--- config.mk ---
export PLATFORM = sky130hd
export DESIGN_NAME = busArbiter
export DESIGN_NICKNAME = d
export VERILOG_FILES = /design/src/memsys_settings.svh /design/src/memsysPkg.sv /design/src/busArbiter.sv
export SDC_FILE = /design/constraint.sdc
export NUM_CORES = 1
export LEC_CHECK = 0
export ABC_CLOCK_PERIOD_IN_PS = 3100
export BUFFER_PORTS_ARGS = -buffer_cell sky130_fd_sc_hd__clkbuf_2
export CAP_MARGIN = 5
export CORE_AREA = 2 2 121 123
export CTS_CLUSTER_DIAMETER = 100
export DETAILED_ROUTE_END_ITERATION = 8
export DIE_AREA = 0 0 123 125
export PLACE_DENSITY = 0.46
export SETUP_SLACK_MARGIN = 0.15
export SYNTH_ARGS = -nofsm -noshare
export SYNTH_HDL_FRONTEND = slang
export SYNTH_SLANG_ARGS = --single-unit
export TNS_END_PERCENT = 1
--- constraint.sdc ---
create_clock -name clk -period 3.1 [get_ports clk]
set_clock_uncertainty 0.2 [all_clocks]
set_input_delay 0.62 -clock clk [delete_from_list [all_inputs] [get_ports clk]]
set_output_delay 0.62 -clock clk [all_outputs]
set_load 0.05 [all_outputs]
--- src/memsys_settings.svh ---
`ifndef MEMSYS_SETTINGS_SVH
`define MEMSYS_SETTINGS_SVH

// Cache geometry, one word per line
`define I_LINES 16
`define D_LINES 16

// Bus memory depth in words
`define MEM_WORDS 256

// Cycles from first request cycle to ready
`define MEM_WAIT 3

// Value returned on a read of the ID register
`define CP15_ID 32'h4107_0A10

`endif

--- src/memsysPkg.sv ---
package memsysPkg;

  // One bus request, held until ready
  typedef struct packed {
    logic        req;
    logic        write;
    logic [31:0] addr;
    logic [31:0] wData;
    logic [3:0]  mask;
  } busReqT;

  typedef struct packed {
    logic        ready;
    logic [31:0] rData;
  } busRespT;

  // Core side ports, byte addresses
  typedef struct packed {
    logic        valid;
    logic [31:0] addr;
  } fetchReqT;

  typedef struct packed {
    logic        read;
    logic        write;
    logic [31:0] addr;
    logic [31:0] wData;
    logic [3:0]  mask;
  } dataReqT;

  // MCR/MRC style access, CRn selects the register
  typedef struct packed {
    logic        en;
    logic        write;
    logic [3:0]  crn;
    logic [2:0]  op2;
    logic [3:0]  crm;
    logic [31:0] wData;
  } cpReqT;

  typedef enum logic [1:0] {LOOKUP, FILL, WRITE} cacheStateT;
  typedef enum logic [1:0] {OWN_NONE, OWN_FETCH, OWN_DATA} busOwnerT;

  typedef enum logic [3:0] {
    REG_ID      = 4'd0,
    REG_CONTROL = 4'd1,
    REG_TBASE   = 4'd2,
    REG_CACHEOP = 4'd7
  } cpRegT;

  typedef enum logic [3:0] {
    OP_INV_I    = 4'd5,
    OP_INV_D    = 4'd6,
    OP_INV_BOTH = 4'd7
  } cacheOpT;

  // Replace only the bytes selected by the mask
  function automatic logic [31:0] mergeBytes(
    input logic [31:0] oldWord,
    input logic [31:0] newWord,
    input logic [3:0]  mask
  );
    logic [31:0] result;
    result = oldWord;
    for (int b = 0; b < 4; b++)
    begin
      if (mask[b])
      begin
        result[8*b +: 8] = newWord[8*b +: 8];
      end
    end
    return result;
  endfunction

endpackage

--- src/busArbiter.sv ---
`timescale 1ns/1ps

module busArbiter (
  input  logic               clk,
  input  logic               rstN,
  input  memsysPkg::busReqT  fetchBusReq,
  input  memsysPkg::busReqT  dataBusReq,
  output memsysPkg::busRespT fetchBusResp,
  output memsysPkg::busRespT dataBusResp,
  output memsysPkg::busReqT  memReq,
  input  memsysPkg::busRespT memResp
);
  import memsysPkg::*;

  busOwnerT owner;
  busOwnerT grant;

  // A new grant is given only while idle, data side first
  always_comb
  begin
    grant = owner;
    if (owner == OWN_NONE)
    begin
      if (dataBusReq.req)
        grant = OWN_DATA;
      else if (fetchBusReq.req)
        grant = OWN_FETCH;
    end
  end

  always_comb
  begin
    case (grant)
      OWN_DATA:  memReq = dataBusReq;
      OWN_FETCH: memReq = fetchBusReq;
      default:   memReq = '0;
    endcase
  end

  assign fetchBusResp.ready = memResp.ready & (grant == OWN_FETCH);
  assign fetchBusResp.rData = memResp.rData;
  assign dataBusResp.ready  = memResp.ready & (grant == OWN_DATA);
  assign dataBusResp.rData  = memResp.rData;

  always_ff @(posedge clk or negedge rstN)
  begin
    if (!rstN)
      owner <= OWN_NONE;
    else if (memResp.ready)
      owner <= OWN_NONE;
    else
      owner <= grant;
  end

endmodule

Word-level counts from Yosys, hierarchy flattened --
Index checks and enable logic that the tools add are counted.
Cells by class: mux-type cells 5, bitwise gates (word level) 2, equality and inequality tests 2, reductions and logical operators 1
Operators by type and width (number):
- $pmux 70 s2 | 1
- $mux 2 | 4
- $and 1x1->1 | 2
- $eq 2x1->1 const B | 1
- $eq 2x2->1 const B | 1
- $logic_not 2->1 | 1
Word-level totals: logic and storage cells 11, input bits 175, output and inout port bits 136, register bits after elaboration 2

Longest topological paths before layout --
depth after elaboration 5, depth in mapped cells 7, depth with buffers taken out 5

Least setup slack after synthesis --
Ideal clock, no wire load.
kind in2out, start in dataBusReq[69] (netlist bit), end out memReq[69] (netlist bit), path buffers 2, slack -105 ps, arrival 2385 ps, required time 2280 ps, stages 6, path through or3b_1 nand2_1 ha_1 buf_2 buf_2 a21oi_1
RTL lines:
- from (decl) | RTL line busArbiter.sv:7 | input memsysPkg::busReqT dataBusReq,
- to (decl) | RTL line busArbiter.sv:10 | output memsysPkg::busReqT memReq,

==> impl_metrics.env <==
export IMPL_outcome="completed"
export IMPL_totalPowerFinal_w=0.00140
export IMPL_path_cells="buf_6, or3b_4, and2_4, ha_4, buf_12, buf_4, a22oi_1, nor2_1, buf_4"
export IMPL_slew_limit_headroom_pct=80.7
export IMPL_cts_buffers_inserted=3
export IMPL_instances_no_fill=587
export IMPL_dr_pass1_iters=4
export IMPL_fill_cells=1587
export IMPL_die_w_um=123
export IMPL_htreeDepth=1
export IMPL_fmax_ghz=0.338
export IMPL_placementRows=44
export IMPL_hold_class="reg -> reg"
export IMPL_synth_nets=421
export IMPL_largest_reg_flops=2
export IMPL_io_pins=311
export IMPL_antenna_found_initial=0
export IMPL_grt_pass1_wl_um=9290
export IMPL_numPortBuffers=214
export IMPL_muxShareOfSynthArea_pct=0
export IMPL_synth_top_area_cell="a22oi_1"
export IMPL_p_leak_nw=1.63
export IMPL_pwr_share_clk_pct=13.7
export IMPL_vdd_drop_max_mv=0.155
export IMPL_crit_path_max_incr_delay_ps=370
export IMPL_wl_per_cell_um=13.2
export IMPL_area_growth_pct=123
export IMPL_utilization_pct=23.9
export IMPL_setup_viol=0
export IMPL_die_area_mm2=0.0154
export IMPL_ys_ff_latch=2
export IMPL_synthDistinctLibCells=13
export IMPL_num_vias=2315
export IMPL_seq_power_share_pct=2.1
export IMPL_cts_reportedPaths_clkPinSlew_ps=30
export IMPL_die_y_um=125
export IMPL_layout_nets=582
export IMPL_cp_max_fo=7
export IMPL_syn_inst=244
export IMPL_grt_usage_pct=7.52
export IMPL_hpwl_um=5350
export IMPL_synth_top_flop_cell="dfrtp_1"
export IMPL_worstSetupEndpointType="output pin"
export IMPL_top_register="owner"
export IMPL_p_sw_share_pct=52.4
export IMPL_synth_top_family_by_area="buffers and inverters"
export IMPL_synth_compound_area_share_pct=35.4
export IMPL_clk_path_buf_depth=2
export IMPL_cts_sinks=2
export IMPL_synth_common_cells="a22oi_1 (69), nor2_1 (69), buf_4 (64)"
export IMPL_path_delay_family="buffers and inverters"
export IMPL_setup_slack_ps=138
export IMPL_tritoncts="built"
export IMPL_rsz0062_at_grt="true"
export IMPL_drv_cap=0
export IMPL_core_region_area_mm2=0.0142
export IMPL_synthSimpleGateAreaFrac_pct=20.1
export IMPL_hold_viol_final=0
export IMPL_cp_common_cell="buf_4"
export IMPL_synth_async_reset_ratio_pct=100
export IMPL_p_int_w=0.000669
export IMPL_synth_xor_area_share_pct=0
export IMPL_drt_iter0_markers=33
export IMPL_post_route_min_period_ps=2960
export IMPL_num_antenna_cells=0
export IMPL_dp_cells=570
export IMPL_synth_warnings=0
export IMPL_avgSynthCellArea_um2=6.23
export IMPL_top_regs="owner (2)"
export IMPL_cts_root_buf="clkbuf_16"
export IMPL_drive_above_1_share_pct=74.4
export IMPL_power_density_mw_per_mm2=414
export IMPL_combPwrFrac_pct=84.2
export IMPL_critPathRequiredTime_ps=2280
export IMPL_worst_slew_pin_slew_ps=290
export IMPL_yosysSeqAreaShare_pct=3.29
export IMPL_routed_via_density=3.94
export IMPL_cp_arrival_ps=2140
export IMPL_overflow=0
export IMPL_setup_worst_path_class="in -> out"
export IMPL_yosys_area_share_adder_pct=1.65
export IMPL_routed_wl_um=7750
export IMPL_ant_nets=0
export IMPL_start_kind="input pin"
export IMPL_synth_edf_count=0
export IMPL_start_util_pct=10.7
export IMPL_syn_cell_area_mm2=0.00152
export IMPL_synth_top_area_share_pct=34.1
export IMPL_clock_latency_ps=220
export IMPL_grt_pass1_vias=2063
export IMPL_grt_max_degree=37
export IMPL_slew_viol_final=0
export IMPL_gp_congestion=0.729
export IMPL_p_switching_w=0.000735
export IMPL_synthTopCellsByArea="a22oi_1 (34%), buf_4 (32%), nor2_1 (17%)"
export IMPL_cp_num_buf_inv=4
export IMPL_dp_slack_ps=27.5
export IMPL_drc=0
export IMPL_min_period_over_period_pct=95.5
export IMPL_slowest_stage="or3b_4"
-- cells in the final DEF, fill, tap and decap left out, drive strengths merged --
master and n:
clkbuf 162, buf 84, nor2 69, a22oi 69, a21oi 4, nand2 3, and2 3, inv 2
ha 2, dfrtp 2, or3b 1, or2b 1, dlygate4sd3 1
-- logic make-up (layout without fill, tap and decap cells) --
group / after synthesis / in the layout
AO/OA/AOI/OAI: 73 / 73
adder cells (fa/ha/maj): 2 / 2
buffers and inverters: 90 / 249
flip-flops: 2 / 2
AND/OR/NAND/NOR: 77 / 77
-- power by group through the flow --
stage / Combinational [W] / Sequential [W] / Clock [W]
2_1_floorplan: 0.000834 / 0.0000293 / 0
3_3_place_gp: 0.000935 / 0.0000296 / 0
3_5_place_dp: 0.000929 / 0.0000298 / 0
4_1_cts: 0.00100 / 0.0000295 / 0.000195
5_1_grt: 0.00125 / 0.0000300 / 0.000199
6_report: 0.00118 / 0.0000295 / 0.000192
-- worst min-delay path, stage by stage (launching register included) --
cell and delay, ps:
dfrtp_1 380, inv_1 80, a21oi_1 60
-- per-stage QoR --
stage	hold slack [ps]	setup TNS (ps)	area, um^2
after global routing	412	0	3390
after floorplan	124	-2460	1520
after CTS	363	0	2840
after detailed placement	222	0	2520
after global placement	224	0	2520
final	365	0	3390
-- worst paths after layout --
| kind | cells after the start | slack (ps) | endpoint | start |
|---|---|---|---|---|
| worst min-delay path | 2 | 360 | owner[1] | owner[1] |
| max in group asynchronous | 2 | 2050 | owner[1] | rstN |
| worst max register to register | 2 | 1870 | owner[0] | owner[1] |
| worst max-delay path | 9 | 140 | memReq[64] | dataBusReq[69] |
| worst min register to register | 2 | 360 | owner[1] | owner[1] |
| min in group asynchronous | 2 | 540 | owner[0] | rstN |
-- area by class of cell --
class	count	area, um^2	share of cell area, %
Timing Repair Buffer	244	1900	56.0
Tap cell	184	230	6.78
Sequential cell	2	50.0	1.47
Multi-Input combinational cell	152	1130	33.4
Clock buffer	3	75.1	2.21
Inverter	2	7.51	0.221
-- metal layers --
| layer | vias up | routed length, um | global-route usage, % |
|---|---|---|---|
| li1 | 1108 | - | - |
| met2 | 144 | 4120 | 14.2 |
| met5 | - | 0 | 0 |
| met1 | 1041 | 2660 | 7.36 |
| met4 | 0 | 142 | 2.54 |
| met3 | 22 | 818 | 2.83 |
-- repair_timing --
item / 4_1_cts / 5_1_grt
setup buffers: 0 / 7
endpoints found under the hold margin: 2 / 0
hold buffers: 1 / 0
gates resized for setup: 71 / 143
pin swaps: 0 / 10
gates cloned: 0 / 6
setup endpoints to repair: 68 / 71
No activity file was read; power rests on OpenSTA's default activity.
