`src/memsys_settings.svh`:
```
`ifndef MEMSYS_SETTINGS_SVH
`define MEMSYS_SETTINGS_SVH

// Cache geometry, one word per line
`define I_LINES 16
`define D_LINES 16

// Bus memory depth in words
`define MEM_WORDS 256

// Cycles from first request cycle to ready
`define MEM_WAIT 3

// Value returned on a read of the ID register
`define CP15_ID 32'h4107_0A10

`endif

```
`src/memsysPkg.sv`:
```
package memsysPkg;

  // One bus request, held until ready
  typedef struct packed {
    logic        req;
    logic        write;
    logic [31:0] addr;
    logic [31:0] wData;
    logic [3:0]  mask;
  } busReqT;

  typedef struct packed {
    logic        ready;
    logic [31:0] rData;
  } busRespT;

  // Core side ports, byte addresses
  typedef struct packed {
    logic        valid;
    logic [31:0] addr;
  } fetchReqT;

  typedef struct packed {
    logic        read;
    logic        write;
    logic [31:0] addr;
    logic [31:0] wData;
    logic [3:0]  mask;
  } dataReqT;

  // MCR/MRC style access, CRn selects the register
  typedef struct packed {
    logic        en;
    logic        write;
    logic [3:0]  crn;
    logic [2:0]  op2;
    logic [3:0]  crm;
    logic [31:0] wData;
  } cpReqT;

  typedef enum logic [1:0] {LOOKUP, FILL, WRITE} cacheStateT;
  typedef enum logic [1:0] {OWN_NONE, OWN_FETCH, OWN_DATA} busOwnerT;

  typedef enum logic [3:0] {
    REG_ID      = 4'd0,
    REG_CONTROL = 4'd1,
    REG_TBASE   = 4'd2,
    REG_CACHEOP = 4'd7
  } cpRegT;

  typedef enum logic [3:0] {
    OP_INV_I    = 4'd5,
    OP_INV_D    = 4'd6,
    OP_INV_BOTH = 4'd7
  } cacheOpT;

  // Replace only the bytes selected by the mask
  function automatic logic [31:0] mergeBytes(
    input logic [31:0] oldWord,
    input logic [31:0] newWord,
    input logic [3:0]  mask
  );
    logic [31:0] result;
    result = oldWord;
    for (int b = 0; b < 4; b++)
    begin
      if (mask[b])
      begin
        result[8*b +: 8] = newWord[8*b +: 8];
      end
    end
    return result;
  endfunction

endpackage

```
`src/sysControl.sv`:
```
`timescale 1ns/1ps
`include "memsys_settings.svh"

module sysControl (
  input  logic              clk,
  input  logic              rstN,
  input  memsysPkg::cpReqT  cpReq,
  output logic [31:0]       cpRd,
  output logic              iEnable,
  output logic              dEnable,
  output logic              invI,
  output logic              invD
);
  import memsysPkg::*;

  logic [31:0] controlReg;
  logic [31:0] tBaseReg;
  cpRegT       regSel;
  cacheOpT     opSel;
  logic        wrEn;

  assign regSel = cpRegT'(cpReq.crn);
  assign opSel  = cacheOpT'(cpReq.crm);
  assign wrEn   = cpReq.en & cpReq.write;

  // I bit and C bit of the control register
  assign iEnable = controlReg[12];
  assign dEnable = controlReg[2];

  always_comb
  begin
    cpRd = '0;
    if (cpReq.en)
    begin
      case (regSel)
        REG_ID:      cpRd = `CP15_ID;
        REG_CONTROL: cpRd = controlReg;
        REG_TBASE:   cpRd = tBaseReg;
        default:     cpRd = '0;
      endcase
    end
  end

  always_ff @(posedge clk or negedge rstN)
  begin
    if (!rstN)
    begin
      controlReg <= '0;
      tBaseReg   <= '0;
      invI       <= 1'b0;
      invD       <= 1'b0;
    end
    else
    begin
      // Pulses last a single cycle
      invI <= 1'b0;
      invD <= 1'b0;
      if (wrEn)
      begin
        case (regSel)
          REG_CONTROL: controlReg <= cpReq.wData;
          REG_TBASE:   tBaseReg <= cpReq.wData;
          REG_CACHEOP:
          begin
            // c7 ops with opcode2 of 0 invalidate whole caches
            if (cpReq.op2 == 3'd0)
            begin
              invI <= (opSel == OP_INV_I) || (opSel == OP_INV_BOTH);
              invD <= (opSel == OP_INV_D) || (opSel == OP_INV_BOTH);
            end
          end
          default: ;
        endcase
      end
    end
  end

endmodule

```
`config.mk`:
```
export PLATFORM = sky130hd
export DESIGN_NAME = sysControl
export DESIGN_NICKNAME = d
export VERILOG_FILES = /design/src/memsysPkg.sv /design/src/sysControl.sv
export VERILOG_INCLUDE_DIRS = /design/src
export SDC_FILE = /design/constraint.sdc
export NUM_CORES = 1
export LEC_CHECK = 0
export BUFFER_PORTS_ARGS = -buffer_cell sky130_fd_sc_hd__buf_2
export CAP_MARGIN = 40
export CORE_UTILIZATION = 30
export CTS_CLUSTER_DIAMETER = 50
export DETAILED_ROUTE_END_ITERATION = 6
export PLACE_DENSITY = 0.5
export SETUP_SLACK_MARGIN = 0.05
export SYNTH_ARGS = -nofsm -noshare
export SYNTH_HDL_FRONTEND = slang
export SYNTH_SLANG_ARGS = --single-unit
```
`constraint.sdc`:
```
create_clock -name clk -period 1.9 [get_ports clk]
set_clock_uncertainty 0.15 [all_clocks]
set_input_delay 0.19 -clock clk [delete_from_list [all_inputs] [get_ports clk]]
set_output_delay 0.19 -clock clk [all_outputs]
set_load 0.01 [all_outputs]
```
**Yosys cells after proc, flatten, opt, wreduce, memory -nomap -nowiden**

Cells that the tools add are included.

- Add/sub/neg operators: 0
- $mul: 0
- Div/mod/pow operators: 0
- Magnitude comparators: 0
- Equal/unequal tests: 6
- Shifts and indexed selects: 0
- Multiplexer cells: 8
- Bitwise gates (word level): 1
- Reductions and logical operators: 6

Operator list:

| cell | number |
|---|---|
| $pmux W32 S3 | 1 |
| $mux W32 | 1 |
| $eq A4 B3 Y1 const B | 4 |
| $mux W1 | 6 |
| $eq A4 B1 Y1 const B | 1 |
| $eq A4 B2 Y1 const B | 1 |
| $logic_not A4 Y1 | 1 |
| $reduce_and A2 Y1 | 2 |
| $logic_not A3 Y1 | 1 |
| $logic_or A1 B1 Y1 | 2 |
| $and A1 B1 Y1 | 1 |

- Flip-flop bits (word level): 66
- Latch bits: 0
- Memory bits (writable): 0
- ROM bits: 0
- Bits of input ports: 47
- Output and inout bits: 36
- Memories kept: 0

**Depth between registers and ports, before layout**

- Depth after elaboration: 5
- Mapped depth: 4
- Gate-level depth less buffers: 3

**Least setup slack after synthesis**

Ideal clock, no wire load.

- Path type: input-to-output
- Start: input port cpReq[40] (netlist name)
- End: output port cpRd[13]
- Arrival: 1.134 ns
- Path slack: 0.426 ns
- Cell stages on the path: 4
- Buffers on the path: 1
- Path through: nor4b_2 clkbuf_1 a22oi_1 nor2_1

- Cells in the longest elaborated chain, start to end: 3

Ends and longest elaborated chain:

| what | RTL line | text |
|---|---|---|
| start: declaration | sysControl.sv:7 | `input memsysPkg::cpReqT cpReq,` |
| $eq A4 B2 Y1, or another cell as far along | sysControl.sv:35 | `case (regSel)` |
| $pmux W32 S3 * | sysControl.sv:35 |  |
| $mux W32 * | sysControl.sv:33 | `if (cpReq.en)` |
| end: declaration | sysControl.sv:8 | `output logic [31:0] cpRd,` |

Mark *: on every way between the ends. The rest lies on a longest branch, timed or not.

**Worst setup path after layout**

- Start: input port cpReq[40] (netlist name)
- End: output port cpRd[17]

The elaborated chain is that of the path after synthesis.

==> flow_metrics.py <==
metrics = {
    "status": {
        "status": "completed",
    },
    "sta": {
        "timing_max_transition_violations_final": 0,
        "final.min_clock_period_ns": 1.77,
        "finalSetupViolCount": 0,
        "total_negative_setup_slack_ns": 0,
        "timing.final.hold_violations": 0,
        "post-route-period-util_pct": 92.9,
        "unrepaired_setup_endpoints_after_global_routing": "false",
        "fmax_ghz": 0.566,
        "slew-limit-headroom_pct": 76.2,
        "worst_pin_slew_ns": 0.357,
    },
    "layout": {
        "ratio_of_cells_with_drive_above_1_in_the_final_layout_pct": 47.1,
        "register_area_um2": 1650,
        "antenna_cells": 0,
        "final.fill_count": 936,
        "area_growth_syn_to_layout_pct": 38.6,
        "final_nets": 404,
        "multi_input_area_um2": 1250,
        "fin_util_pct": 43.5,
    },
    "clocking": {
        "tritoncts": "yes",
        "clock_tree.htree_level_count": 3,
        "clk_path_buf_depth": 2,
        "cts.sinks": 66,
        "cts_setup_buffers": 0,
        "path_clk_slew_ns": 0.07,
        "clock_latency_reported_for_the_late_side_of_the_worst_skew_pair_ns": 0.33,
        "cts_root_buf": "sky130_fd_sc_hd__clkbuf_8",
        "numCtsBuffers": 9,
    },
    "yosys": {
        "synth_area_um2": 2960,
        "synth_seq_cells": 66,
        "synth.yosys.seq_area_share_pct": 55.8,
        "synth_cell_type_count": 22,
        "synth_enable_flop_cells": 0,
        "ys.warnings.count": 0,
        "flip_flop_cell_with_the_highest_count_after_synthesis": "sky130_fd_sc_hd__dfrtp_1",
        "synth.avg_cell_area_um2": 12.6,
        "async_reset_ff_share_pct": 100,
        "post_synth_inst_count": 234,
        "syn-num-nets": 281,
    },
    "global_route": {
        "number_of_antenna_violations_at_the_first_check_in_global_routing": 0,
        "via_count_of_the_first_global_routing_pass": 2313,
        "overflow": 0,
        "pin_count_of_the_biggest_net_entering_global_routing": 67,
        "grt.total_usage_pct": 15.1,
        "wire_length_of_the_first_global_routing_pass_um": 11700,
    },
    "power_and_ir_drop": {
        "share_comb_of_total_power_pct": 15.4,
        "power.switching_mw": 0.793,
        "pwr_density_cell_nw_per_um2": 785,
        "internal_power_mw": 2.43,
        "seqPwrFrac_pct": 55.9,
        "switching_share_pct": 24.6,
        "max-vdd-ir-drop_v": 0.000292,
        "clock_power_share_pct": 28.7,
        "leakage_nw": 1.95,
    },
    "floorplanning": {
        "floorplan.initialDensity_pct": 31.4,
        "die-height_um": 101,
        "boundaryPins": 83,
        "placement_rows": 35,
        "die_area_um2": 10300,
        "core_area_um2": 9420,
        "die_width_um": 101,
    },
    "place": {
        "gp_congestion": 0.672,
        "port-buffer-count": 82,
        "dpl.hpwl_um": 4600,
    },
    "flow_run": {
        "max_cap_viol_count": 0,
    },
    "critical_path": {
        "critPathRequiredTime_ns": 1.56,
        "start_kind": "primary input",
        "timing.critical_path.fanout_max": 16,
        "critical_path.endpoint_type": "output port",
        "setup.worst_path.class": "primary input to output port",
        "arrival_ns": 1.43,
    },
    "routing": {
        "vias": 2294,
        "via_count_normalized_by_instance_count": 4.70,
        "drtPass1Iterations": 4,
        "drcViolationCount": 0,
        "drt.antenna.violating_nets": 0,
        "detailedRoute.firstIterationViolations": 85,
        "routed_wire_length_per_instance_um": 14.5,
        "drt-total-wl_um": 7090,
    },
    "hold_path": {
        "hold_path_class": "primary input to flip-flop",
    },
}
placed cells by master, fill, tap and decap left out, drive strengths merged, types with 2 or more instances in the layout:
cell type / synthesis / routed
dlygate4sd3: 0 / 35
buf: 13 / 91
clkinv: 0 / 3
mux2: 64 / 64
nor4b: 2 / 2
nand3: 2 / 2
nor3: 2 / 2
nor2: 25 / 25
inv: 2 / 2
a21oi: 7 / 7
a22oi: 24 / 24
nand4: 2 / 2
and2: 2 / 2
dfrtp: 66 / 66
clkbuf: 1 / 9
o21ai: 7 / 7
nand2: 9 / 9
nor2b: 2 / 2
registers in the layout, summed over array words and instances (netlist names):
name        count
tBaseReg       32
invI            1
invD            1
controlReg     32
layout make-up:
class                           instances  area share (%)
Clock inverter                          4           0.549
Multi-Input combinational cell        152            30.6
Tap cell                              129            3.94
Sequential cell                        66            40.3
Inverter                                2           0.183
Timing Repair Buffer                  126            21.4
Clock buffer                            9            3.02
cell usage after synthesis, drive strengths merged (7+ instances only):
cell type / count / area [µm²]
o21ai: 7 / 35.0
buf: 13 / 61.3
nor2: 25 / 93.8
nand2: 9 / 33.8
a22oi: 24 / 180
a21oi: 7 / 35.0
dfrtp: 66 / 1650
mux2: 64 / 721
worst paths after layout:
kind	from	to	slack, ns	cells after the start
setup reg to reg	tBaseReg[5]$_DFFE_PN0P_	tBaseReg[5]$_DFFE_PN0P_	0.95	1
min in group asynchronous	rstN	controlReg[3]$_DFFE_PN0P_	0.25	3
max in group asynchronous	rstN	tBaseReg[11]$_DFFE_PN0P_	1.06	3
hold / removal	cpReq[35]	invI$_DFF_PN0_	0.10	4
setup / recovery	cpReq[40]	cpRd[17]	0.13	6
hold reg to reg	controlReg[17]$_DFFE_PN0P_	controlReg[17]$_DFFE_PN0P_	0.35	1
layer usage:
layer,global-route usage [%],vias up,part of all wire [%]
met3,2.62,9,3.8
met2,24.2,55,48
met5,0,-,0
li1,-,1088,-
met1,19.9,1142,47
met4,7.47,0,1.5
power by group through the flow:
| stage | combinational (mW) | sequential (mW) | clock, mW |
|---|---|---|---|
| 3_5_place_dp | 0.448 | 1.83 | 0 |
| 2_1_floorplan | 0.283 | 1.79 | 0 |
| 6_report | 0.494 | 1.80 | 0.924 |
| 5_1_grt | 0.551 | 1.83 | 1.04 |
| 3_3_place_gp | 0.435 | 1.82 | 0 |
| 4_1_cts | 0.503 | 1.80 | 0.970 |
metrics by stage:
stage	setup WS [ns]	power, mW	instances	hold slack (ns)	cell area (µm²)
global placement	0.170	2.26	440	0.0883	3600
finish	0.134	3.22	488	0.105	4100
floorplan	0.426	2.07	234	-0.256	2960
global route	0.0503	3.42	488	0.0981	4100
detailed placement	0.173	2.28	440	0.0859	3600
CTS	0.166	3.27	488	0.0961	4100
timing repair:
| action | 4_1_cts | 5_1_grt |
|---|---|---|
| hold buffers | 35 | 0 |
| endpoints found under the hold margin | 132 | 0 |
| resized for setup | 0 | 1 |
| setup endpoints to repair | 0 | 1 |
critical path, stage by stage:
cell and delay [ns]:
sky130_fd_sc_hd__buf_2 0.15, sky130_fd_sc_hd__nor4b_4 0.29, sky130_fd_sc_hd__buf_4 0.28, sky130_fd_sc_hd__nand2_1 0.08, sky130_fd_sc_hd__a21oi_1 0.23, sky130_fd_sc_hd__buf_2 0.18
cell families after synthesis:
group | count (synthesis) | synth area share [%]
multiplexers | 64 | 24.4
AND/OR/NAND/NOR | 49 | 8.63
flip-flops | 66 | 55.8
AO/OA/AOI/OAI | 39 | 8.75
buffers and inverters | 16 | 2.45
Note: power is estimated with default switching activity, not from simulation.
