**config.mk**
```make
export PLATFORM = sky130hd
export DESIGN_NAME = dataCache
export DESIGN_NICKNAME = d
export VERILOG_FILES = /design/src/memsysPkg.sv /design/src/dataCache.sv
export VERILOG_INCLUDE_DIRS = /design/src
export SDC_FILE = /design/constraint.sdc
export NUM_CORES = 1
export LEC_CHECK = 0
export BUFFER_PORTS_ARGS = -buffer_cell sky130_fd_sc_hd__buf_2
export CORE_ASPECT_RATIO = 0.5
export CORE_UTILIZATION = 45
export CTS_BUF_LIST = sky130_fd_sc_hd__clkbuf_4
export DETAILED_ROUTE_END_ITERATION = 16
export HOLD_SLACK_MARGIN = 0.05
export PLACE_DENSITY = 0.74
export SYNTH_ARGS = -nofsm -noshare
export SYNTH_HDL_FRONTEND = slang
export SYNTH_SLANG_ARGS = --single-unit
```
**constraint.sdc**
```tcl
create_clock -name clk -period 10.1 [get_ports clk]
set_clock_uncertainty 0.2 [all_clocks]
set_input_delay 0.505 -clock clk [delete_from_list [all_inputs] [get_ports clk]]
set_output_delay 0.505 -clock clk [all_outputs]
set_load 0.02 [all_outputs]
```
**src/memsys_settings.svh**
```systemverilog
`ifndef MEMSYS_SETTINGS_SVH
`define MEMSYS_SETTINGS_SVH

// Cache geometry, one word per line
`define I_LINES 16
`define D_LINES 16

// Bus memory depth in words
`define MEM_WORDS 256

// Cycles from first request cycle to ready
`define MEM_WAIT 3

// Value returned on a read of the ID register
`define CP15_ID 32'h4107_0A10

`endif

```
**src/memsysPkg.sv**
```systemverilog
package memsysPkg;

  // One bus request, held until ready
  typedef struct packed {
    logic        req;
    logic        write;
    logic [31:0] addr;
    logic [31:0] wData;
    logic [3:0]  mask;
  } busReqT;

  typedef struct packed {
    logic        ready;
    logic [31:0] rData;
  } busRespT;

  // Core side ports, byte addresses
  typedef struct packed {
    logic        valid;
    logic [31:0] addr;
  } fetchReqT;

  typedef struct packed {
    logic        read;
    logic        write;
    logic [31:0] addr;
    logic [31:0] wData;
    logic [3:0]  mask;
  } dataReqT;

  // MCR/MRC style access, CRn selects the register
  typedef struct packed {
    logic        en;
    logic        write;
    logic [3:0]  crn;
    logic [2:0]  op2;
    logic [3:0]  crm;
    logic [31:0] wData;
  } cpReqT;

  typedef enum logic [1:0] {LOOKUP, FILL, WRITE} cacheStateT;
  typedef enum logic [1:0] {OWN_NONE, OWN_FETCH, OWN_DATA} busOwnerT;

  typedef enum logic [3:0] {
    REG_ID      = 4'd0,
    REG_CONTROL = 4'd1,
    REG_TBASE   = 4'd2,
    REG_CACHEOP = 4'd7
  } cpRegT;

  typedef enum logic [3:0] {
    OP_INV_I    = 4'd5,
    OP_INV_D    = 4'd6,
    OP_INV_BOTH = 4'd7
  } cacheOpT;

  // Replace only the bytes selected by the mask
  function automatic logic [31:0] mergeBytes(
    input logic [31:0] oldWord,
    input logic [31:0] newWord,
    input logic [3:0]  mask
  );
    logic [31:0] result;
    result = oldWord;
    for (int b = 0; b < 4; b++)
    begin
      if (mask[b])
      begin
        result[8*b +: 8] = newWord[8*b +: 8];
      end
    end
    return result;
  endfunction

endpackage

```
**src/dataCache.sv**
```systemverilog
`timescale 1ns/1ps
`include "memsys_settings.svh"

module dataCache (
  input  logic               clk,
  input  logic               rstN,
  input  logic               enable,
  input  logic               invalidate,
  input  memsysPkg::dataReqT dataReq,
  output logic [31:0]        rdata,
  output logic               dStall,
  output memsysPkg::busReqT  busReq,
  input  memsysPkg::busRespT busResp
);
  import memsysPkg::*;

  localparam int IDX_W = $clog2(`D_LINES);
  localparam int TAG_W = 30 - IDX_W;

  logic [TAG_W-1:0]    tagArr [`D_LINES];
  logic [31:0]         dataArr [`D_LINES];
  logic [`D_LINES-1:0] validBits;
  cacheStateT          state;
  logic [IDX_W-1:0]    idx;
  logic [TAG_W-1:0]    tag;
  logic                hit;
  logic                fillDone;
  logic                writeDone;
  logic [31:0]         mergedWord;

  assign idx = dataReq.addr[IDX_W+1:2];
  assign tag = dataReq.addr[31:IDX_W+2];
  assign hit = enable & validBits[idx] & (tagArr[idx] == tag);

  assign fillDone   = (state == FILL) & busResp.ready;
  assign writeDone  = (state == WRITE) & busResp.ready;
  assign mergedWord = mergeBytes(dataArr[idx], dataReq.wData, dataReq.mask);

  assign rdata = (state == FILL) ? busResp.rData : dataArr[idx];

  // Writes always stall, reads only on a miss
  always_comb
  begin
    if (state == LOOKUP)
      dStall = dataReq.write | (dataReq.read & ~hit);
    else
      dStall = ~busResp.ready;
  end

  assign busReq.req   = (state != LOOKUP);
  assign busReq.write = (state == WRITE);
  assign busReq.addr  = {2'b00, dataReq.addr[31:2]};
  assign busReq.wData = dataReq.wData;
  assign busReq.mask  = (state == WRITE) ? dataReq.mask : 4'hF;

  always_ff @(posedge clk or negedge rstN)
  begin
    if (!rstN)
    begin
      state     <= LOOKUP;
      validBits <= '0;
    end
    else
    begin
      case (state)
        LOOKUP:
        begin
          if (dataReq.write)
            state <= WRITE;
          else if (dataReq.read && !hit)
            state <= FILL;
        end
        default:
        begin
          if (busResp.ready)
            state <= LOOKUP;
        end
      endcase

      if (invalidate)
        validBits <= '0;
      else if (fillDone && enable)
        validBits[idx] <= 1'b1;
    end
  end

  // Write miss leaves the cache untouched
  always_ff @(posedge clk)
  begin
    if (fillDone && enable)
    begin
      tagArr[idx]  <= tag;
      dataArr[idx] <= busResp.rData;
    end
    else if (writeDone && hit)
    begin
      dataArr[idx] <= mergedWord;
    end
  end

endmodule

```
* After elaboration in Yosys (flattened, before gate mapping)
Memory sizes are Yosys's and may differ from the RTL's. Cells that the tools add are included. W data, S select, Z words.
Storage, ports and cells: input bits 107, memories kept 2, logic and storage cells 53, bits in registers 18, bits in writable memories 928
Operators by class: eq/ne operators 4, bitwise logic cells 10, order comparisons 2, reductions and logical operators 10, muxes and demuxes 23
Memory list:
- dataArr | depth 16, bits a word 32, rd ports 1, clocked after memory_dff 0, write ports 1, line dataCache.sv:21 | logic [31:0] dataArr [`D_LINES];
- tagArr | depth 16, bits a word 26, rd ports 1, clocked after memory_dff 0, write ports 1, line dataCache.sv:20 | logic [TAG_W-1:0] tagArr [`D_LINES];
Operator list (count):
- $mux W32 | 2
- $mux W16 | 2
- $mux W8 | 4
- $eq A26 B26 Y1 | 1
- $or A16 B16 Y16 | 1
- $mux W1 | 8
- $mux W2 | 4
- $reduce_bool A2 Y1 | 3
- $and A1 B1 Y1 | 5
- $lt A4 B5 Y1 const B | 1
- $bmux W1 S4 | 1
- $demux W1 S4 | 1
- $ge A4 B1 Y1 const B | 1
- $logic_and A1 B1 Y1 | 4
- $mux W4 | 1
- $ne A3 B2 Y1 const B | 1
- $eq A2 B1 Y1 const B | 1
- $eq A2 B2 Y1 const B | 1
- $logic_not A2 Y1 | 1
- $not A1 Y1 | 2
- $or A1 B1 Y1 | 2
- $reduce_and A2 Y1 | 1
- $logic_not A1 Y1 | 1

* Depth between registers and ports, before layout
Gate-level depths: netlist (run 1).
depth in word-level cells 9, mapped depth 16

* Worst setup path after synthesis (run 1)
OpenSTA, ideal clock, no wires.
path type input to register, from input dataReq[40] (netlist name), to memory dataArr[12][0], enable pin, path slack 4.865 ns, path buffers 7, cell stages on the path 13, setup time 0.432 ns, arrival time 4.603 ns, cell sequence clkbuf_1 clkbuf_1 buf_2 buf_1 mux2i_1 xnor2_1 nor4_1 o21ai_0 nand4bb_1 buf_4 buf_6 buf_4 a21oi_1
On the way: word-level cells in the longest chain between the ends 9, elaborated cells between the ends (all ways) 11, those cells by class 1 x eq/ne; 5 x mux; 3 x bitwise; 1 x reduce/logical; 1 x memory
Ends and longest elaborated chain:
- from (decl) | line dataCache.sv:9 | input memsysPkg::dataReqT dataReq,
- parallel branches: the longest is 9 deep, another holds $mem_v2 Z16 W26
- to (decl) | line dataCache.sv:21
Parallel ways; which one is timed is not known. The select of a mux whose other input is x is not followed.

* Worst setup path in the final report (run 1)
from input dataReq[38] (netlist name), to memory dataArr[1][6], data pin
On the way: word-level cells in the longest chain between the ends 9, elaborated cells between the ends (all ways) 13, those cells by class 1 x eq/ne; 7 x mux; 2 x bitwise; 1 x reduce/logical; 2 x memory
Ends and longest elaborated chain:
- parallel branches: the longest is 8 deep, another holds $mem_v2 Z16 W26
- $mux W32 (no source line) *
Every way passes the cells marked *. The select of a mux whose other input is x is not followed.

==> results.ini, run 1 <==
[run]
drv_cap = 0

[timing]
hold-worst-slack_ns = 0.161
setup_tns_ns = 0
period_share = 0.605
report.final.slew_viol_count = 0
maxSlewHeadroom = 0.144
setup_viol_count_final = 0
worst_pin_slew_ns = 1.28
fmax_mhz = 164
period_needed_ns = 6.11
grt_setup_unrepaired = false
finalHoldViolCount = 0
timing.final.ws_setup_ns = 3.99

[logic_synthesis]
ys_ff_latch = 946
syn_avg_cell_area_um2 = 19.8
ys.flop_type = edfxtp_1
syn-cell-area_um2 = 38700
postSynthCellCount = 1955
async_flop_share = 0.0190
yosysSeqAreaShare = 0.732
synth_edf_count = 928
ys_warn_count = 0
ys_types = 59

[place]
place_area_um2 = 40700
dp_hpwl_um = 46100
gp_congestion = 0.787
io_buffers = 205
dpl.cell_count = 3151
pre_cts_slack_ns = 3.06

[global_routing]
grt_max_degree = 109
antenna_found_initial = 3
grt_remaining_overflow = 0
grt_pass1_wl_um = 131000
first_global_vias = 21000
track_usage = 0.204

[clocking]
ctsHtreeMaxLevel = 4
cts_resized = 0
cts_setup_buffers = 0
holdBufCountCts = 98
cts.sinks = 946
root_buffer = clkbuf_4
clkLatencyLatePin_ns = 0.99
cts.path.max_buffers = 3
cts_inserted_buffers = 209
path_clk_slew_ns = 0.07
cts_tree = done

[setup_path]
arrival_ns = 6.58
r2r_start = tagArr[3][23]
worst_ep_required_time_ns = 10.57
cp-start-kind = input port
r2r_end = dataArr[1][6]
r2r_slack_ns = 4.68
critPathSlowestCell = dlygate4sd3_1
cpPeakStageDelay_ns = 0.90
critPathCaptureType = flop
ff2ff_path_depth = 10
path_common_cell = buf_4
critical_path.top_delay_family = buffers and inverters
crit_buf_inv = 4
critPathMaxFanout = 68
cp_cell_sequence = buf_8, buf_4, mux4_2, a22o_1, a221oi_1, xor2_1, o21ai_0, nor4bb_1, nand4bb_4, buf_4, mux2_2, dlygate4sd3_1
critPathKind = input port to flop

[floorplanning]
start_util = 0.458
row_count = 75
die_h_um = 209
ioPinCount = 210
fp.coreArea_um2 = 84500
die_x_um = 417
die_area_um2 = 87200

[route]
vias = 20600
drc = 0
drt_iter0_drc = 2186
vias_per_cell = 5.68
drt-wirelength-per-cell_um = 24.6
wirelength_um = 89000
dr.pass1.iters = 7
postRouteAntennaNets = 0

[finish]
nets = 2451
fin_cells = 3619
drive_above_1_share = 0.374
area_growth_pct = 15.2
fill_cells = 6538
stdcell_area_um2 = 44600

[pwr]
p_per_area_nw_per_um2 = 181
ir_drop_v = 0.0000873
switchingPower_w = 0.00183
p_comb_frac = 0.076
power_frac_clock = 0.387
switching_share = 0.227
p_seq_frac = 0.537
p_leak_nw = 15.0
internal_power_w = 0.00622

[min_path]
whs_path_depth = 4
holdPathEnd = state[1]
worstHoldStart = dataReq[68]
holdCritPathClass = input port to flop

[run_status]
status = finished clean

-- registers in the layout, summed over array words and instances, names as in the netlist --
name and count:
dataArr 512, state 2, tagArr 416, validBits 16
-- layout make-up --
class / count / area (um^2) / share of cell area
diodes: 3 / 7.51 / 0.000168
clock buffers: 319 / 2390 / 0.0537
clock inverters: 48 / 434 / 0.00974
inverters: 15 / 56.3 / 0.00126
multi-input cells: 831 / 9620 / 0.216
flip-flops and latches: 946 / 28300 / 0.636
well taps: 1116 / 1400 / 0.0313
repair buffers: 341 / 2330 / 0.0523
-- power groups by stage --
stage / clock [W] / sequential [W] / combinational (W)
2_1_floorplan: 0 / 0.00441 / 0.000391
3_3_place_gp: 0 / 0.00441 / 0.000568
5_1_grt: 0.00337 / 0.00432 / 0.000649
3_5_place_dp: 0 / 0.00441 / 0.000578
4_1_cts: 0.00318 / 0.00432 / 0.000610
6_report: 0.00312 / 0.00432 / 0.000608
-- stage by stage --
stage / util / total power [W]
4_1_cts: 0.527 / 0.00811
3_5_place_dp: 0.482 / 0.00499
2_1_floorplan: - / 0.00480
5_1_grt: 0.528 / 0.00834
3_3_place_gp: 0.482 / 0.00498
6_report: 0.528 / 0.00805
-- synthesized netlist by cell type, drive strengths merged (15+ instances only) --
| library cell | n | area, um^2 |
|---|---|---|
| edfxtp | 928 | 27900 |
| mux4 | 221 | 4980 |
| nand2 | 139 | 522 |
| buf | 125 | 866 |
| mux2i | 100 | 1000 |
| mux2 | 91 | 1020 |
| nor2 | 53 | 199 |
| clkbuf | 39 | 146 |
| a21oi | 24 | 120 |
| a22oi | 19 | 143 |
| dfrtp | 18 | 450 |
| inv | 15 | 56.3 |
| nand3 | 15 | 75.1 |
| nor3 | 15 | 75.1 |
| xnor2 | 15 | 131 |
-- worst max-delay path by stage --
| stage | startpoint | end | slack [ns] | cells after the start |
|---|---|---|---|---|
| after floorplan | dataReq[40] | dataArr[12][0] | 4.86 | 13 |
| after global placement | dataReq[38] | dataArr[5][10] | 3.13 | 12 |
| after detailed placement | dataReq[38] | dataArr[5][10] | 3.06 | 12 |
| after CTS | dataReq[38] | dataArr[2][6] | 4.04 | 12 |
| after global routing | dataReq[38] | dataArr[15][5] | 3.67 | 12 |
| final | dataReq[38] | dataArr[1][6] | 3.99 | 12 |
-- worst reg2reg max path, stage by stage, from the launching register on --
cell	delay (ns)
edfxtp_1	0.37
mux4_2	0.48
a22o_1	0.22
a221oi_1	0.25
xor2_1	0.32
o21ai_0	0.19
nor4bb_1	0.50
nand4bb_4	0.71
buf_4	0.61
mux2_2	0.36
dlygate4sd3_1	0.90
-- kinds of logic after synthesis --
group	share of synthesized area
other cells	0.0000970
flops	0.732
compound gates	0.0253
simple gates	0.0293
xor+xnor	0.00453
buf+inv	0.0276
mux	0.181
-- placed cells by master (no fill, tap or decap), types with 8 or more instances in the layout --
master         instances
a21oi_1                8
a21oi_4               16
a221oi_1               9
a22o_1                12
a22oi_1               19
buf_2                201
buf_4                 39
bufinv_16              9
clkbuf_4             319
clkinv_1              29
dfrtp_1               18
dlygate4sd3_1         98
edfxtp_1             928
inv_1                 14
mux2_2                90
mux2i_1              100
mux4_2               221
nand2_1              138
nand3_1               14
nor2_1                39
nor2_4                13
nor2b_1               10
nor3_1                11
o21ai_0               13
o22ai_1               12
xnor2_1               15
-- per-layer routing --
| metal | GRT usage | part of all wire |
|---|---|---|
| met1 | 0.270 | 0.40 |
| met2 | 0.343 | 0.51 |
| met3 | 0.0390 | 0.075 |
| met4 | 0.0611 | 0.017 |
| met5 | 0 | 0 |
Note: power is estimated with default switching activity, not from simulation.
==> run 2, diff against run 1 <==
==> constraint.sdc (replaced) <==
create_clock -name clk -period 5.94 [get_ports clk]
set_clock_uncertainty 0.2 [all_clocks]
set_input_delay 0.297 -clock clk [delete_from_list [all_inputs] [get_ports clk]]
set_output_delay 0.297 -clock clk [all_outputs]
set_load 0.02 [all_outputs]
==> results.ini, run 2 (synthesis gave the netlist of run 1 again) <==
[pwr]
internal_power_w = 0.0104
p_comb_frac = 0.079
p_leak_nw = 15.2
ir_drop_v = 0.000180
switching_share = 0.231
power_frac_clock = 0.376
p_per_area_nw_per_um2 = 299
p_seq_frac = 0.545
switchingPower_w = 0.00312

[finish]
drive_above_1_share = 0.369
top_register = dataArr
largest_reg_flops = 512
final_cell_mix = edfxtp_1 (928), clkbuf_4 (316), mux4_2 (221)
final_common_cell = edfxtp_1
fill_cells = 6460
top_regs = dataArr x512, tagArr x416, validBits x16
multi_input_area_um2 = 9620
final_util = 0.533
area_growth_pct = 16.5
fin_cells = 3677
nets = 2497
regArea_um2 = 28300

[run_status]
status = finished clean

[floorplanning]
die_x_um = 417
fp.coreArea_um2 = 84500
row_count = 75
die_area_um2 = 87200
start_util = 0.458
die_h_um = 209
ioPinCount = 210

[clocking]
path_clk_slew_ns = 0.06
cts.path.max_buffers = 3
cts.sinks = 946
cts_tree = done
cts_setup_buffers = 0
clkLatencyLatePin_ns = 0.98
root_buffer = clkbuf_4
ctsHtreeMaxLevel = 4
cts_inserted_buffers = 208

[global_routing]
track_usage = 0.205
grt_pass1_wl_um = 132000
grt_max_degree = 65
antenna_found_initial = 3
grt_remaining_overflow = 0
first_global_vias = 21000

[timing]
setup_viol_count_final = 0
maxSlewHeadroom = 0.174
period_needed_ns = 5.62
finalHoldViolCount = 0
period_share = 0.946
report.final.slew_viol_count = 0
worst_pin_slew_ns = 1.24
setup_tns_ns = 0
grt_setup_unrepaired = false
fmax_mhz = 178

[setup_path]
worst_ep_required_time_ns = 6.38
critPathKind = input port to flop
critPathMaxFanout = 64
cp-start-kind = input port
cpPeakStageDelay_ns = 0.90
arrival_ns = 6.06
critPathSlowestCell = dlygate4sd3_1
cp_cell_sequence = dlygate4sd3_1, buf_8, buf_4, mux2i_1, a22oi_1, nand2_1, a2111oi_0, a41o_1, o21ai_0, nand4bb_4, buf_4, mux2_2, dlygate4sd3_1
critPathCaptureType = flop

[route]
drc = 0
drt_iter0_drc = 2257
wirelength_um = 89500
vias = 20800
postRouteAntennaNets = 0
vias_per_cell = 5.65
drt-wirelength-per-cell_um = 24.3
dr.pass1.iters = 6

[min_path]
holdCritPathClass = input port to flop

[place]
gp_congestion = 0.809
io_buffers = 205
dpl.cell_count = 3168
dp_hpwl_um = 47400

[run]
drv_cap = 0

==> run 2: changes by cell type in the layout (fill, tap and decap cells not counted) <==
cell | previous run | this run
buf_4 | 39 | 44
buf_12 | 1 | 13
bufinv_16 | 9 | 4
clkinvlp_4 | 2 | 3
clkinv_4 | 0 | 3
clkinv_2 | 4 | 1
dlygate4sd3_1 | 98 | 128
clkinv_1 | 29 | 48
diode_2 | 3 | 2
clkbuf_4 | 319 | 316
==> run 2: layout make-up <==
class,count,share of cell area
sequential,946,0.629
inverter,15,0.00125
clock buffer,316,0.0527
clock inverter,63,0.00830
multi-input combinational,831,0.214
antenna,2,0.000111
timing repair buffer,388,0.0645
tap,1116,0.0310
==> run 2: what timing repair did <==
action / 4_1_cts / 5_1_grt
gates resized for setup: 0 / 0
hold endpoints to repair: 1071 / 0
hold buffers: 128 / 0
==> run 2: worst paths after layout <==
path	start	to	slack, ns	cells after the start
setup / recovery	dataReq[39]	dataArr[13][28]	0.32	13
max in group asynchronous	rstN	validBits[3]	4.59	3
hold / removal	dataReq[60]	tagArr[10][18]	0.15	2
min in group asynchronous	rstN	validBits[10]	0.37	3
setup reg to reg	tagArr[11][8]	dataArr[13][28]	0.86	10
hold reg to reg	validBits[1]	validBits[1]	0.30	2
==> run 2: worst max-delay path: cells and delay by family <==
family | cells | cell delay (ns)
mux | 2 | 0.44
buf+inv | 5 | 2.98
compound gates | 4 | 1.54
simple gates | 2 | 0.73
==> run 2: routing by layer <==
layer	routed length, um	track usage	vias to the layer above
met2	45000	0.341	997
met4	1540	0.0579	0
met5	0	0	-
met1	36000	0.276	10700
li1	-	-	8941
met3	7000	0.0417	118
==> run 2: power groups by stage <==
stage	clock (W)	combinational (W)	sequential, W
global route	0.00551	0.00114	0.00734
CTS	0.00518	0.00107	0.00735
detailed placement	0	0.000996	0.00749
finish	0.00507	0.00107	0.00735
global placement	0	0.000983	0.00749
floorplan	0	0.000664	0.00749
==> run 2: metrics by stage <==
step | instance area (um^2) | power [W] | setup slack (ns) | hold slack [ns]
detailed placement | 41000 | 0.00849 | 0.644 | 0.0547
floorplan | 38700 | 0.00816 | 0.913 | -0.199
finish | 45100 | 0.0135 | 0.323 | 0.149
global route | 45100 | 0.0140 | 0.199 | 0.0806
global placement | 41000 | 0.00847 | 0.704 | 0.0506
CTS | 45000 | 0.0136 | 0.450 | 0.0519
